## src/source/rel_arb_config.svh

```systemverilog
// sizing macros for the triple-redundant round-robin arbiter
// requester count, payload width, index width and the number of
// redundant copies of the arbitration logic

`ifndef REL_ARB_CONFIG_SVH
`define REL_ARB_CONFIG_SVH

//////////////////////////////////////////////////////////////////////
// arbiter sizing
//////////////////////////////////////////////////////////////////////

// number of requesters competing for the output
`define ARB_NUM_IN 8

// payload carried by every requester, in bits
`define ARB_DATA_WIDTH 16

// width of a requester index, log2 of the requester count
`define ARB_IDX_WIDTH 3

// copies of the decision logic, combined by majority vote
`define ARB_NUM_COPIES 3

`endif
```

## src/source/rel_arb_pkg.sv

```systemverilog
// shared types of the triple-redundant round-robin arbiter
// index and priority values, payloads, request and grant vectors,
// and the lock state of the held arbitration decision

`include "rel_arb_config.svh"

package rel_arb_pkg;

  //////////////////////////////////////////////////////////////////////
  // data types
  //////////////////////////////////////////////////////////////////////

  // a requester index, also used as the round-robin priority
  typedef logic [`ARB_IDX_WIDTH-1:0] arb_idx_t;

  // payload offered by one requester
  typedef logic [`ARB_DATA_WIDTH-1:0] arb_data_t;

  // one bit per requester, used for requests as well as grants
  typedef logic [`ARB_NUM_IN-1:0] arb_req_vec_t;

  //////////////////////////////////////////////////////////////////////
  // control state
  //////////////////////////////////////////////////////////////////////

  // LOCK_HELD freezes the requests the tree sees until the transfer
  typedef enum logic {
    LOCK_OPEN = 1'b0,
    LOCK_HELD = 1'b1
  } lock_state_e;

endpackage

```

## src/source/rel_rr_arbiter.sv

```systemverilog
// top level of the triple-redundant round-robin arbiter
// lock state, priority state, three arbitration tree copies and the
// decision voter, wired into one req/gnt arbiter for eight requesters

`timescale 1ns/1ns
`include "rel_arb_config.svh"

module rel_rr_arbiter (
  input  logic                                     clk_i,
  input  logic                                     rst_ni,
  input  logic                                     flush_i,
  input  rel_arb_pkg::arb_req_vec_t                req_i,
  input  rel_arb_pkg::arb_data_t [`ARB_NUM_IN-1:0] data_i,
  input  logic                                     gnt_i,
  output rel_arb_pkg::arb_req_vec_t                gnt_o,
  output logic                                     req_o,
  output rel_arb_pkg::arb_data_t                   data_o,
  output rel_arb_pkg::arb_idx_t                    idx_o,
  output logic                                     fault_o
);

  // requests as the trees see them, frozen while the lock holds
  rel_arb_pkg::arb_req_vec_t eff_req;
  // current round-robin priority
  rel_arb_pkg::arb_idx_t     rr;

  // per-copy decisions on their way to the voter
  rel_arb_pkg::arb_req_vec_t [`ARB_NUM_COPIES-1:0] tree_gnt;
  logic [`ARB_NUM_COPIES-1:0]                      tree_req;
  rel_arb_pkg::arb_idx_t [`ARB_NUM_COPIES-1:0]     tree_idx;
  rel_arb_pkg::arb_data_t [`ARB_NUM_COPIES-1:0]    tree_data;

  //////////////////////////////////////////////////////////////////////
  // state
  //////////////////////////////////////////////////////////////////////

  // the voted req_o feeds back so both state blocks see one decision
  arb_lock_state i_lock_state (
    .clk_i     ( clk_i   ),
    .rst_ni    ( rst_ni  ),
    .flush_i   ( flush_i ),
    .req_i     ( req_i   ),
    .out_req_i ( req_o   ),
    .gnt_i     ( gnt_i   ),
    .eff_req_o ( eff_req )
  );

  rr_priority_state i_priority_state (
    .clk_i     ( clk_i   ),
    .rst_ni    ( rst_ni  ),
    .flush_i   ( flush_i ),
    .eff_req_i ( eff_req ),
    .out_req_i ( req_o   ),
    .gnt_i     ( gnt_i   ),
    .rr_o      ( rr      )
  );

  //////////////////////////////////////////////////////////////////////
  // redundant arbitration and vote
  //////////////////////////////////////////////////////////////////////

  for (genvar j = 0; j < `ARB_NUM_COPIES; j++) begin : gen_tree
    rr_arb_tree i_tree (
      .eff_req_i ( eff_req      ),
      .rr_i      ( rr           ),
      .data_i    ( data_i       ),
      .gnt_i     ( gnt_i        ),
      .gnt_o     ( tree_gnt[j]  ),
      .req_o     ( tree_req[j]  ),
      .idx_o     ( tree_idx[j]  ),
      .data_o    ( tree_data[j] )
    );
  end

  tmr_decision_voter i_voter (
    .gnt_i   ( tree_gnt  ),
    .req_i   ( tree_req  ),
    .idx_i   ( tree_idx  ),
    .data_i  ( tree_data ),
    .gnt_o   ( gnt_o     ),
    .req_o   ( req_o     ),
    .idx_o   ( idx_o     ),
    .data_o  ( data_o    ),
    .fault_o ( fault_o   )
  );

endmodule

```

## src/source/tmr_decision_voter.sv

```systemverilog
// majority voter over the three arbitration tree copies
// bitwise vote of grant, request, index and payload, plus a fault
// flag raised whenever any copy disagrees with the voted result

`timescale 1ns/1ns
`include "rel_arb_config.svh"

module tmr_decision_voter (
  input  rel_arb_pkg::arb_req_vec_t [`ARB_NUM_COPIES-1:0] gnt_i,
  input  logic [`ARB_NUM_COPIES-1:0]                      req_i,
  input  rel_arb_pkg::arb_idx_t [`ARB_NUM_COPIES-1:0]     idx_i,
  input  rel_arb_pkg::arb_data_t [`ARB_NUM_COPIES-1:0]    data_i,
  output rel_arb_pkg::arb_req_vec_t                       gnt_o,
  output logic                                            req_o,
  output rel_arb_pkg::arb_idx_t                           idx_o,
  output rel_arb_pkg::arb_data_t                          data_o,
  output logic                                            fault_o
);

  // each field is voted bit by bit, one faulty copy is outvoted
  assign gnt_o  = (gnt_i[0] & gnt_i[1]) | (gnt_i[0] & gnt_i[2]) | (gnt_i[1] & gnt_i[2]);
  assign req_o  = (req_i[0] & req_i[1]) | (req_i[0] & req_i[2]) | (req_i[1] & req_i[2]);
  assign idx_o  = (idx_i[0] & idx_i[1]) | (idx_i[0] & idx_i[2]) | (idx_i[1] & idx_i[2]);
  assign data_o = (data_i[0] & data_i[1]) | (data_i[0] & data_i[2]) |
                  (data_i[1] & data_i[2]);

  // any copy off the vote in any field is reported
  always_comb begin : p_fault
    fault_o = 1'b0;
    for (int j = 0; j < `ARB_NUM_COPIES; j++) begin
      fault_o |= (gnt_i[j] != gnt_o) | (req_i[j] != req_o) |
                 (idx_i[j] != idx_o) | (data_i[j] != data_o);
    end
  end

  // checked once the trees have settled
  always_comb begin : p_check
    assert final ($onehot0(gnt_o))
      else $error("voted grant is not one-hot or zero");
    // a grant leaving the arbiter needs a pending output request
    assert final (!(|gnt_o) || req_o)
      else $error("grant out without an output request");
    // the granted requester is the one whose index and payload go out
    assert final (!(|gnt_o) || gnt_o[idx_o])
      else $error("grant vector does not match the output index");
  end

endmodule

```

## src/source/rr_arb_tree.sv

```systemverilog
// one copy of the logarithmic round-robin arbitration tree
// request reduction and index selection from the leaves to the root,
// payload multiplexing, and the grant path back to the chosen leaf

`timescale 1ns/1ns
`include "rel_arb_config.svh"

module rr_arb_tree (
  input  rel_arb_pkg::arb_req_vec_t                  eff_req_i,
  input  rel_arb_pkg::arb_idx_t                      rr_i,
  input  rel_arb_pkg::arb_data_t [`ARB_NUM_IN-1:0]   data_i,
  input  logic                                       gnt_i,
  output rel_arb_pkg::arb_req_vec_t                  gnt_o,
  output logic                                       req_o,
  output rel_arb_pkg::arb_idx_t                      idx_o,
  output rel_arb_pkg::arb_data_t                     data_o
);

  // level 0 is the root, level NumLevels holds the leaves
  localparam int NumLevels = `ARB_IDX_WIDTH;
  localparam int NumPairs  = `ARB_NUM_IN / 2;

  logic [NumLevels:0][`ARB_NUM_IN-1:0]                   req_nodes;
  rel_arb_pkg::arb_idx_t [NumLevels:0][`ARB_NUM_IN-1:0]  idx_nodes;
  rel_arb_pkg::arb_data_t [NumLevels:0][`ARB_NUM_IN-1:0] data_nodes;
  logic [NumLevels:0][`ARB_NUM_IN-1:0]                   gnt_nodes;
  logic [NumLevels-1:0][NumPairs-1:0]                    sel_nodes;

  //////////////////////////////////////////////////////////////////////
  // upward pass, leaves to root
  //////////////////////////////////////////////////////////////////////

  always_comb begin : p_reduce
    req_nodes  = '0;
    idx_nodes  = '0;
    data_nodes = '0;
    sel_nodes  = '0;
    req_nodes[NumLevels]  = eff_req_i;
    data_nodes[NumLevels] = data_i;
    for (int lvl = NumLevels - 1; lvl >= 0; lvl--) begin
      for (int n = 0; n < NumPairs; n++) begin
        // level lvl only has 2**lvl live nodes
        if (n < (1 << lvl)) begin
          // take the upper child if the lower is idle
          // or if it requests and the priority bit of this level points up
          sel_nodes[lvl][n] = ~req_nodes[lvl+1][2*n] |
                              (req_nodes[lvl+1][2*n+1] & rr_i[NumLevels-1-lvl]);
          req_nodes[lvl][n] = req_nodes[lvl+1][2*n] | req_nodes[lvl+1][2*n+1];
          if (sel_nodes[lvl][n]) begin
            idx_nodes[lvl][n]  = idx_nodes[lvl+1][2*n+1];
            data_nodes[lvl][n] = data_nodes[lvl+1][2*n+1];
          end else begin
            idx_nodes[lvl][n]  = idx_nodes[lvl+1][2*n];
            data_nodes[lvl][n] = data_nodes[lvl+1][2*n];
          end
          // the root decides the MSB, the last level decides bit 0
          idx_nodes[lvl][n][NumLevels-1-lvl] = sel_nodes[lvl][n];
        end
      end
    end
  end

  //////////////////////////////////////////////////////////////////////
  // downward pass, grant to the chosen leaf
  //////////////////////////////////////////////////////////////////////

  always_comb begin : p_grant
    gnt_nodes       = '0;
    gnt_nodes[0][0] = gnt_i;
    for (int lvl = 0; lvl < NumLevels; lvl++) begin
      for (int n = 0; n < NumPairs; n++) begin
        if (n < (1 << lvl)) begin
          gnt_nodes[lvl+1][2*n]   = gnt_nodes[lvl][n] & ~sel_nodes[lvl][n];
          gnt_nodes[lvl+1][2*n+1] = gnt_nodes[lvl][n] & sel_nodes[lvl][n];
        end
      end
    end
  end

  // a leaf is only granted when it actually requests
  assign gnt_o  = gnt_nodes[NumLevels] & eff_req_i;
  assign req_o  = req_nodes[0][0];
  assign idx_o  = idx_nodes[0][0];
  assign data_o = data_nodes[0][0];

endmodule

```

## src/source/rr_priority_state.sv

```systemverilog
// fair round-robin priority state
// three copies of the masked trailing-zero searches that pick the
// next priority, their majority vote and the priority register

`timescale 1ns/1ns
`include "rel_arb_config.svh"

module rr_priority_state (
  input  logic                      clk_i,
  input  logic                      rst_ni,
  input  logic                      flush_i,
  input  rel_arb_pkg::arb_req_vec_t eff_req_i,
  input  logic                      out_req_i,
  input  logic                      gnt_i,
  output rel_arb_pkg::arb_idx_t     rr_o
);

  rel_arb_pkg::arb_idx_t rr_q;
  rel_arb_pkg::arb_idx_t rr_d;
  rel_arb_pkg::arb_idx_t [`ARB_NUM_COPIES-1:0] rr_copy;

  // index of the lowest set bit, zero for an empty vector
  function automatic rel_arb_pkg::arb_idx_t lowest_set(input rel_arb_pkg::arb_req_vec_t vec);
    rel_arb_pkg::arb_idx_t idx;
    idx = '0;
    // scanning downward lets the lowest set bit overwrite the others
    for (int i = `ARB_NUM_IN - 1; i >= 0; i--) begin
      if (vec[i]) begin
        idx = rel_arb_pkg::arb_idx_t'(i);
      end
    end
    return idx;
  endfunction

  //////////////////////////////////////////////////////////////////////
  // redundant next-priority searches
  //////////////////////////////////////////////////////////////////////

  for (genvar j = 0; j < `ARB_NUM_COPIES; j++) begin : gen_copy
    rel_arb_pkg::arb_req_vec_t upper_mask;
    rel_arb_pkg::arb_req_vec_t lower_mask;
    rel_arb_pkg::arb_idx_t     next_idx;

    // split the requests at the current priority
    // upper holds strictly higher indices, lower the rest
    always_comb begin : p_mask
      for (int i = 0; i < `ARB_NUM_IN; i++) begin
        upper_mask[i] = eff_req_i[i] & (i > int'(rr_q));
        lower_mask[i] = eff_req_i[i] & (i <= int'(rr_q));
      end
    end

    // wrap around to the lower half only when nothing above is waiting
    assign next_idx   = (|upper_mask) ? lowest_set(upper_mask) : lowest_set(lower_mask);
    // the priority only advances when a transfer completes
    assign rr_copy[j] = (out_req_i && gnt_i) ? next_idx : rr_q;
  end

  // bitwise majority before the register
  assign rr_d = (rr_copy[0] & rr_copy[1]) |
                (rr_copy[0] & rr_copy[2]) |
                (rr_copy[1] & rr_copy[2]);

  //////////////////////////////////////////////////////////////////////
  // priority register
  //////////////////////////////////////////////////////////////////////

  always_ff @(posedge clk_i or negedge rst_ni) begin : p_rr_reg
    if (!rst_ni) begin
      rr_q <= '0;
    end else if (flush_i) begin
      rr_q <= '0;
    end else begin
      rr_q <= rr_d;
    end
  end

  assign rr_o = rr_q;

  // a completed transfer hands the priority to a requester that is waiting
  a_rr_next_requests : assert property (
    @(posedge clk_i) disable iff (!rst_ni || flush_i)
    (out_req_i && gnt_i) |-> eff_req_i[rr_d]
  ) else $error("next priority points at an idle requester");

endmodule

```

## src/source/arb_lock_state.sv

```systemverilog
// lock-in of the arbitration decision under back-pressure
// three copies of the next lock bit and held requests, their vote,
// the lock and request registers, and the effective request mux

`timescale 1ns/1ns
`include "rel_arb_config.svh"

module arb_lock_state (
  input  logic                      clk_i,
  input  logic                      rst_ni,
  input  logic                      flush_i,
  input  rel_arb_pkg::arb_req_vec_t req_i,
  input  logic                      out_req_i,
  input  logic                      gnt_i,
  output rel_arb_pkg::arb_req_vec_t eff_req_o
);

  rel_arb_pkg::lock_state_e lock_q;
  rel_arb_pkg::lock_state_e lock_d;
  rel_arb_pkg::arb_req_vec_t req_q;
  rel_arb_pkg::arb_req_vec_t req_d;
  logic [`ARB_NUM_COPIES-1:0] lock_copy;
  rel_arb_pkg::arb_req_vec_t [`ARB_NUM_COPIES-1:0] req_copy;

  //////////////////////////////////////////////////////////////////////
  // redundant next-state logic
  //////////////////////////////////////////////////////////////////////

  // each copy decides on its own whether the decision must be frozen
  // a pending request without a grant locks, a transfer releases
  for (genvar j = 0; j < `ARB_NUM_COPIES; j++) begin : gen_copy
    assign lock_copy[j] = out_req_i & ~gnt_i;
    // while held the stored vector recirculates, otherwise sample the inputs
    assign req_copy[j]  = (lock_q == rel_arb_pkg::LOCK_HELD) ? req_q : req_i;
  end

  // majority of the three copies, taken before the registers
  assign lock_d = ((lock_copy[0] & lock_copy[1]) |
                   (lock_copy[0] & lock_copy[2]) |
                   (lock_copy[1] & lock_copy[2])) ? rel_arb_pkg::LOCK_HELD
                                                  : rel_arb_pkg::LOCK_OPEN;

  assign req_d = (req_copy[0] & req_copy[1]) |
                 (req_copy[0] & req_copy[2]) |
                 (req_copy[1] & req_copy[2]);

  //////////////////////////////////////////////////////////////////////
  // state registers
  //////////////////////////////////////////////////////////////////////

  always_ff @(posedge clk_i or negedge rst_ni) begin : p_lock_regs
    if (!rst_ni) begin
      lock_q <= rel_arb_pkg::LOCK_OPEN;
      req_q  <= '0;
    end else if (flush_i) begin
      // flush drops the held decision along with its requests
      lock_q <= rel_arb_pkg::LOCK_OPEN;
      req_q  <= '0;
    end else begin
      lock_q <= lock_d;
      req_q  <= req_d;
    end
  end

  // the trees only ever see the frozen vector while the lock holds
  assign eff_req_o = (lock_q == rel_arb_pkg::LOCK_HELD) ? req_q : req_i;

  //////////////////////////////////////////////////////////////////////
  // checks
  //////////////////////////////////////////////////////////////////////

  // a held decision still has its request pending at the output
  a_locked_req_pending : assert property (
    @(posedge clk_i) disable iff (!rst_ni)
    (lock_q == rel_arb_pkg::LOCK_HELD) |-> out_req_i
  ) else $error("output request dropped while the decision was locked");

  // requesters must keep every held request up until their grant
  a_held_req_kept : assert property (
    @(posedge clk_i) disable iff (!rst_ni || flush_i)
    (out_req_i && !gnt_i) |=> ((req_i & eff_req_o) == eff_req_o)
  ) else $error("a held request dropped before it was granted");

endmodule

```

## config.mk

```make
export PLATFORM = sky130hd
export DESIGN_NAME = rel_rr_arbiter
export DESIGN_NICKNAME = d
export VERILOG_FILES = /design/src/source/rel_arb_pkg.sv /design/src/source/rel_rr_arbiter.sv /design/src/source/tmr_decision_voter.sv /design/src/source/rr_arb_tree.sv /design/src/source/rr_priority_state.sv /design/src/source/arb_lock_state.sv
export VERILOG_INCLUDE_DIRS = /design/src /design/src/source
export SDC_FILE = /design/constraint.sdc
export NUM_CORES = 1
export LEC_CHECK = 0
export BUFFER_PORTS_ARGS = -buffer_cell sky130_fd_sc_hd__buf_2
export CAP_MARGIN = 10
export CORE_ASPECT_RATIO = 0.5
export CORE_MARGIN = 2
export CORE_UTILIZATION = 33
export CTS_CLUSTER_SIZE = 14
export DETAILED_ROUTE_END_ITERATION = 6
export PLACE_DENSITY_LB_ADDON = 0.3
export SYNTH_ARGS = -nofsm -noshare
export SYNTH_HDL_FRONTEND = slang
export SYNTH_HIERARCHICAL = 1
export SYNTH_SLANG_ARGS = --single-unit
```

## constraint.sdc

```tcl
create_clock -name clk_i -period 3.99 [get_ports clk_i]
set_input_delay 0.5985 -clock clk_i [delete_from_list [all_inputs] [get_ports clk_i]]
set_output_delay 0.5985 -clock clk_i [all_outputs]
set_load 0.01 [all_outputs]
```

# After elaboration in Yosys (flattened, before gate mapping)
# Index checks and enable logic that the tools add are counted.
[classes]
n_lt_le_gt_ge = 14
eq_ne = 3
n_mux = 32
bitwise = 83
reduce_logical = 2
[ops]
columns = ["operator", "n"]
rows = [
  ["16-bit 2-to-1 mux", 7],
  ["3-bit 2-to-1 mux", 18],
  ["1-bit AND", 36],
  ["16-bit OR", 2],
  ["8-bit OR", 4],
  ["8-bit AND", 3],
  ["16-bit AND", 1],
  ["8-bit 2-to-1 mux", 2],
  ["16-bit != test", 1],
  ["1-bit OR", 16],
  ["1-bit inverter", 15],
  ["3-bit > comparator (first input constant)", 4],
  ["3-bit <= comparator (first input constant)", 4],
  ["3-bit OR", 4],
  ["8-bit != test", 1],
  ["7-bit OR reduction", 1],
  ["3-bit AND", 2],
  ["2-bit by 3-bit > comparator with 1-bit output (first input constant)", 2],
  ["2-bit by 3-bit <= comparator with 1-bit output (first input constant)", 2],
  ["1-bit 2-to-1 mux", 4],
  ["1-bit by 3-bit > comparator with 1-bit output (first input constant)", 1],
  ["1-bit by 3-bit <= comparator with 1-bit output (first input constant)", 1],
  ["3-bit != test", 1],
  ["2-bit 2-to-1 mux", 1],
  ["1-bit logical AND", 1],
]
[totals]
register_bits = 12
in_bits = 140
out_inout_bits = 29
wordCells = 137

# Longest topological paths before layout
# Gate-level depths: netlist of run 1.
[logic_depth]
depth_word = 16
mapped_depth = 14
depth_no_buf = 11

# Modules after synthesis
# Netlist of run 1, hierarchy kept.
[modules_own_cells]
columns = ["mod", "instances", "cells_per_inst", "area_per_inst_um2"]
rows = [
  ["rr_arb_tree", 3, 205, 1495.2],
  ["tmr_decision_voter", 1, 182, 1213.7],
  ["rr_priority_state", 1, 64, 462.9],
  ["arb_lock_state", 1, 27, 414.1],
]

# Worst setup path before layout of run 1
# OpenSTA, ideal clock, no wires.
[synth_timing]
kind = "in2out"
start = "input port req_i[7]"
end = "output port fault_o"
arrival_ns = 3.410
required_ns = 3.391
slack_ns = -0.018
stages = 12
path_cell_list = "mux2_4 buf_6 or4_4 a21oi_2 buf_4 nand2_1 nor3b_1 nand3b_1 o21ai_0 nor4_2 nand4_1 or4_1"
[synth_lines]
columns = ["element", "line_no", "source"]
rows = [
  ["start: declaration", "rel_rr_arbiter.sv:12", "input rel_arb_pkg::arb_req_vec_t req_i,"],
  ["end: declaration", "rel_rr_arbiter.sv:19", "output logic fault_o"],
]

==> results.sh, run 1 <==
export IMPL_cts_tree="done"
export IMPL_tightest_slew_ns=0.657
export IMPL_start_util_pct=33.7
export IMPL_slowest_stage="or4_4"
export IMPL_die_w_um=204
export IMPL_placement_rows=36
export IMPL_slowest_delay_ns=0.51
export IMPL_layout_nets=1364
export IMPL_path_clk_slew_ns=0.04
export IMPL_dp_slack_ns=-0.505
export IMPL_clk_latency_ns=0.24
export IMPL_crit_path_start="i_lock_state/lock_q$_DFF_PN0_"
export IMPL_syn_instance_count=888
export IMPL_synth_edff_count=0
export IMPL_diodes=0
export IMPL_finalSetupViolations=1
export IMPL_crit_type="flop to primary output"
export IMPL_power_density_nw_per_um2=317
export IMPL_cp_required_ns=3.39
export IMPL_final_cell_area_um2=9730
export IMPL_finalSetupTns_ns=-0.563
export IMPL_p_seq_share_pct=4.6
export IMPL_crit_chain="buf_4 -> mux2_4 -> nor4_4 -> buf_4 -> a21oi_4 -> inv_2 -> buf_12 -> buf_4 -> nand3_1 -> nor2_2 -> mux2_2 -> nor4_4 -> nand4_1 -> or4_4 -> buf_2"
export IMPL_timing_fmax_mhz=220
export IMPL_internal_power_w=0.00153
export IMPL_cap_violations=0
export IMPL_drtIter0Drc=1241
export IMPL_fin_util_pct=49.9
export IMPL_hpwl_um=28600
export IMPL_clkPwrFrac_pct=5.8
export IMPL_numCtsBuffers=3
export IMPL_swShare_pct=50.3
export IMPL_pwr_share_comb_pct=89.6
export IMPL_worstPathArrival_ns=3.95
export IMPL_grt_pass1_vias=9196
export IMPL_met2_usage_pct=51.3
export IMPL_crit_path_frequent_cell="buf_4"
export IMPL_violations="design-rule violations, negative setup slack"
export IMPL_io_buffers=168
export IMPL_yosysSeqAreaShare_pct=4.57
export IMPL_fin_crit_ns=4.55
export IMPL_final_common_cell="buf_4"
export IMPL_die_y_um=104
export IMPL_ir_drop_mv=0.267
export IMPL_end_kind="primary output"
export IMPL_status="complete, but fails checks"
export IMPL_cp_top_family="simple AND/OR/NAND/NOR gates"
export IMPL_synth_seq_cells=12
export IMPL_drive_gt1_share_pct=43.3
export IMPL_drv_slew=0
export IMPL_place_congestion=1.03
export IMPL_r2r_start="i_lock_state/lock_q$_DFF_PN0_"
export IMPL_grt_max_degree=28
export IMPL_finalWirelength_um=37500
export IMPL_grt_usage_pct=33.7
export IMPL_drcViolationCount=1
export IMPL_skew_ns=0.00263
export IMPL_core_um2=19500
export IMPL_crit_fanout=17
export IMPL_ys_flop_type="dfrtp_1"
export IMPL_holdWs_ns=0.238
export IMPL_synth_nets=1028
export IMPL_worst_r2r_setup_slack_ns=1.18
export IMPL_detail_route_antenna_nets=0
export IMPL_period_share_pct=114
export IMPL_htree_levels=1
export IMPL_area_growth_pct=47.9
export IMPL_ctsRootBufferMaster="clkbuf_16"
export IMPL_grt_antenna_before_repair=2
export IMPL_cts_hold_fix_buffers=0
export IMPL_avgSynthCellArea_um2=7.41
export IMPL_fin_ws_ns=-0.563
export IMPL_yosysWarnings=6
export IMPL_switchingPower_w=0.00155
export IMPL_num_vias=9636
export IMPL_first_pass_iters=7
export IMPL_synthArstFlopShare_pct=100
export IMPL_grt_met1_usage_pct=47.6
export IMPL_io_pins=169
export IMPL_cts_num_sinks=12
export IMPL_crit_cells=15
export IMPL_r2r_end="i_priority_state/rr_o[1]$_DFFE_PN0P_"
export IMPL_hold_viol_final=0
export IMPL_wl_per_cell_um=25.2
export IMPL_relSlewSlack_pct=56.1
export IMPL_cp_num_buf_inv=6
export IMPL_place_area_um2=9480
export IMPL_layout_common_cells="206 x buf_4, 168 x buf_2, 134 x nand2_1"
export IMPL_synth_cell_type_count=69
export IMPL_rsz0062_at_grt="true"
export IMPL_grt_busiest_layer="met2"
export IMPL_via_per_inst=6.48
export IMPL_cts_buffer_depth=2
export IMPL_grt_pass1_wl_um=54800
export IMPL_crit_end="fault_o"
export IMPL_start_kind="flop"
export IMPL_hold_class="primary input to asynchronous set/reset pin"
export IMPL_grt_use_met3_pct=6.39
export IMPL_p_leak_nw=4.10
export IMPL_syn_area_um2=6580
export IMPL_grt_ovfl_total=0
export IMPL_reg2reg_depth=9
export IMPL_dieArea_um2=21100
-- cell type report --
cell class,count,area [um2]
fillers,1935,9770
multi-input cells,769,5740
repair buffers,415,3190
well taps,266,333
flip-flops and latches,12,302
inverters,23,86.3
clock buffers,3,75.1
-- metal layers --
| layer | up-vias | wire length, um |
|---|---|---|
| met2 | 694 | 15800 |
| met3 | 114 | 4280 |
| met4 | 2 | 1260 |
| met1 | 4571 | 16100 |
| li1 | 4255 | - |
| met5 | - | 13 |
-- power groups by stage --
stage	sequential, W	combinational [W]	clock (W)
6_report	0.000143	0.00276	0.000178
5_1_grt	0.000144	0.00290	0.000188
2_1_floorplan	0.000140	0.00142	0
3_5_place_dp	0.000144	0.00263	0
4_1_cts	0.000143	0.00267	0.000181
3_3_place_gp	0.000143	0.00261	0
-- metrics by stage --
step | total power (W) | cells
final | 0.00308 | 1488
after global routing | 0.00323 | 1488
after CTS | 0.00300 | 1484
after detailed placement | 0.00277 | 1479
after global placement | 0.00276 | 1479
after floorplan | 0.00156 | 888
-- synthesized netlist by cell type, drive strengths merged (15+ instances only) --
cell | n | area [um2]
o22ai | 17 | 106
o32ai | 97 | 850
nor2b | 24 | 150
a21oi | 21 | 116
nor2 | 49 | 184
mux2i | 51 | 510
xnor2 | 15 | 131
clkbuf | 36 | 169
inv | 17 | 63.8
buf | 49 | 424
o21ai | 79 | 564
maj3 | 16 | 160
nand2 | 135 | 514
a221o | 48 | 488
nand2b | 20 | 125
a32o | 48 | 480
-- worst min-delay path by stage --
stage,to,from
6_report,i_lock_state/req_q[6]$_DFF_PN0_,rst_ni
5_1_grt,i_lock_state/req_q[3]$_DFF_PN0_,rst_ni
4_1_cts,i_lock_state/req_q[6]$_DFF_PN0_,rst_ni
3_5_place_dp,i_lock_state/req_q[2]$_DFF_PN0_,rst_ni
3_3_place_gp,i_lock_state/req_q[7]$_DFF_PN0_,rst_ni
2_1_floorplan,i_lock_state/lock_q$_DFF_PN0_,rst_ni
-- logic make-up after synthesis --
logic type / after synthesis / share of synthesized area (%)
AO/OA/AOI/OAI: 371 / 47.7
XOR/XNOR: 21 / 2.80
adder cells (fa/ha/maj): 16 / 2.44
buffers and inverters: 108 / 10.3
flip-flops: 12 / 4.57
multiplexers: 60 / 9.76
AND/OR/NAND/NOR: 300 / 22.5
-- sequential cells by signal (all words and copies together), names as in the netlist --
name	flops
i_priority_state/rr_o	3
i_lock_state/req_q	8
i_lock_state/lock_q	1
-- what timing repair did --
action	in CTS	in global routing
buffers inserted	2	3
pin swaps	7	3
setup endpoints to repair	1	1
resized for setup	22	6
cloned	0	1
Power figures use the tool's default switching activity.
==> run 2, diff against run 1 <==
--- a/config.mk
+++ b/config.mk
@@ -14,6 +14,7 @@
 export CTS_CLUSTER_SIZE = 14
 export DETAILED_ROUTE_END_ITERATION = 6
 export PLACE_DENSITY_LB_ADDON = 0.3
+export SKIP_CTS_REPAIR_TIMING = 1
 export SYNTH_ARGS = -nofsm -noshare
 export SYNTH_HDL_FRONTEND = slang
 export SYNTH_HIERARCHICAL = 1
==> run 2 against run 1 <==
Net effect:
- the flow still finishes with violations (design-rule violations, negative setup slack)
- via count shrank 0.32%
- setup slack improved by 0.040 ns
- non-clock buffer count stayed put
- routed wire length fell by 0.23%
- critical path depth fell by 1
- first-iteration DRC count grew 1.5%
- worst hold slack gained 0.0052 ns
- cell area is 0.96% higher
- largest power group unchanged
- power increased by 1.1%
- die area did not move
==> results.sh, run 2 (same netlist as run 1, synthesis figures left out) <==
export IMPL_rsz0062_at_grt="true"
export IMPL_start_util_pct=33.7
export IMPL_place_area_um2=9480
export IMPL_layout_common_cells="205 x buf_4, 167 x buf_2, 134 x nand2_1"
export IMPL_cts_buffer_depth=2
export IMPL_via_per_inst=6.45
export IMPL_finalSetupViolations=1
export IMPL_cp_required_ns=3.39
export IMPL_first_pass_iters=7
export IMPL_slowest_delay_ns=0.56
export IMPL_crit_fanout=18
export IMPL_crit_chain="mux2_4 -> or4_4 -> a21oi_4 -> inv_2 -> buf_12 -> a221o_1 -> o21ai_2 -> nand2b_4 -> mux2i_1 -> nor4_1 -> buf_4 -> nand4_1 -> or4_4 -> buf_6"
export IMPL_htree_levels=1
export IMPL_die_y_um=104
export IMPL_period_share_pct=113
export IMPL_crit_path_frequent_cell="or4_4"
export IMPL_ctsRootBufferMaster="clkbuf_16"
export IMPL_numCtsBuffers=3
export IMPL_dp_cells=1479
export IMPL_cts_num_sinks=12
export IMPL_place_congestion=1.03
export IMPL_die_w_um=204
export IMPL_p_leak_nw=4.12
export IMPL_io_pins=169
export IMPL_hpwl_um=28600
export IMPL_path_clk_slew_ns=0.04
export IMPL_cap_violations=0
export IMPL_cp_num_buf_inv=4
export IMPL_tightest_slew_ns=0.641
export IMPL_skew_ns=0.00200
export IMPL_status="complete, but fails checks"
export IMPL_grt_max_degree=28
export IMPL_hold_viol_final=0
export IMPL_end_kind="primary output"
export IMPL_finalWirelength_um=37400
export IMPL_final_common_cell="buf_4"
export IMPL_detail_route_antenna_nets=0
export IMPL_crit_type="flop to primary output"
export IMPL_grt_antenna_before_repair=2
export IMPL_fin_util_pct=50.4
export IMPL_fin_ws_ns=-0.523
export IMPL_worstPathArrival_ns=3.91
export IMPL_drv_slew=0
export IMPL_wl_per_cell_um=25.1
export IMPL_drive_gt1_share_pct=44.2
export IMPL_grt_usage_pct=33.5
export IMPL_io_buffers=168
export IMPL_area_growth_pct=49.4
export IMPL_timing_fmax_mhz=222
export IMPL_violations="design-rule violations, negative setup slack"
export IMPL_largest_register="i_lock_state/req_q"
export IMPL_ir_drop_mv=0.271
export IMPL_power_density_nw_per_um2=317
export IMPL_drtIter0Drc=1260
export IMPL_clk_latency_ns=0.23
export IMPL_relSlewSlack_pct=57.3
export IMPL_layout_nets=1364
export IMPL_fin_crit_ns=4.51
export IMPL_core_um2=19500
export IMPL_slowest_stage="or4_4"
export IMPL_grt_pass1_wl_um=54400
export IMPL_hold_class="primary input to asynchronous set/reset pin"
export IMPL_grt_pass1_vias=9122
export IMPL_dieArea_um2=21100
export IMPL_cp_top_family="simple AND/OR/NAND/NOR gates"
export IMPL_start_kind="flop"
export IMPL_final_cells=1488
export IMPL_finalPower_w=0.00311
export IMPL_diodes=0
export IMPL_final_cell_area_um2=9820
export IMPL_placement_rows=36
export IMPL_largest_reg_flops=8
export IMPL_grt_ovfl_total=0
export IMPL_drcViolationCount=1
export IMPL_num_vias=9605
export IMPL_cts_tree="done"
-- run 2: worst paths after layout --
check / slack (ns) / startpoint / endpoint / depth (start not counted)
min in group clk_i: 0.72 / flush_i / i_lock_state/req_q[3]$_DFF_PN0_ / 2
worst min register to register: 0.82 / i_lock_state/req_q[7]$_DFF_PN0_ / i_lock_state/req_q[7]$_DFF_PN0_ / 3
worst max-delay path: -0.52 / i_lock_state/lock_q$_DFF_PN0_ / fault_o / 14
worst max register to register: 1.19 / i_lock_state/lock_q$_DFF_PN0_ / i_priority_state/rr_o[1]$_DFFE_PN0P_ / 9
worst min-delay path: 0.24 / rst_ni / i_lock_state/req_q[6]$_DFF_PN0_ / 1
max in group asynchronous: 3.50 / rst_ni / i_lock_state/lock_q$_DFF_PN0_ / 1
-- run 2: power breakdown --
part           switching (W)  internal (W)
Combinational        0.00150       0.00129
Clock              0.0000479      0.000130
Sequential         0.0000122      0.000131
Total                0.00156       0.00155
-- run 2: routing by layer --
metal	vias to the layer above	GRT usage (%)	share of wire [%]
li1	4249	-	-
met1	4564	47.9	43
met2	680	50.2	42
met5	-	0	0.035
met3	110	5.92	11
met4	2	11.1	3.5
-- run 2: final cells by class --
type	instances	area [um2]
clock buffer	3	75.1
fill	1934	9680
inverter	23	86.3
multi-input combinational	769	5820
sequential	12	302
tap	266	333
timing repair buffer	415	3210
-- run 2: worst reg2reg max path: stages, from the launching register on --
cell      delay (ns)
dfrtp_2         0.47
buf_4           0.19
mux2_4          0.34
nor4_2          0.29
buf_4           0.18
nand2_1         0.11
maj3_1          0.47
a21oi_1         0.23
a221oi_1        0.11
a211oi_1        0.30
-- run 2: per-stage QoR --
step	hold WS (ns)	setup WS (ns)	setup TNS, ns
2_1_floorplan	0.303	0.0170	0
4_1_cts	0.242	-0.722	-0.722
5_1_grt	0.263	-0.621	-0.621
6_report	0.243	-0.523	-0.523
3_3_place_gp	0.481	-0.620	-0.620
3_5_place_dp	0.491	-0.505	-0.505
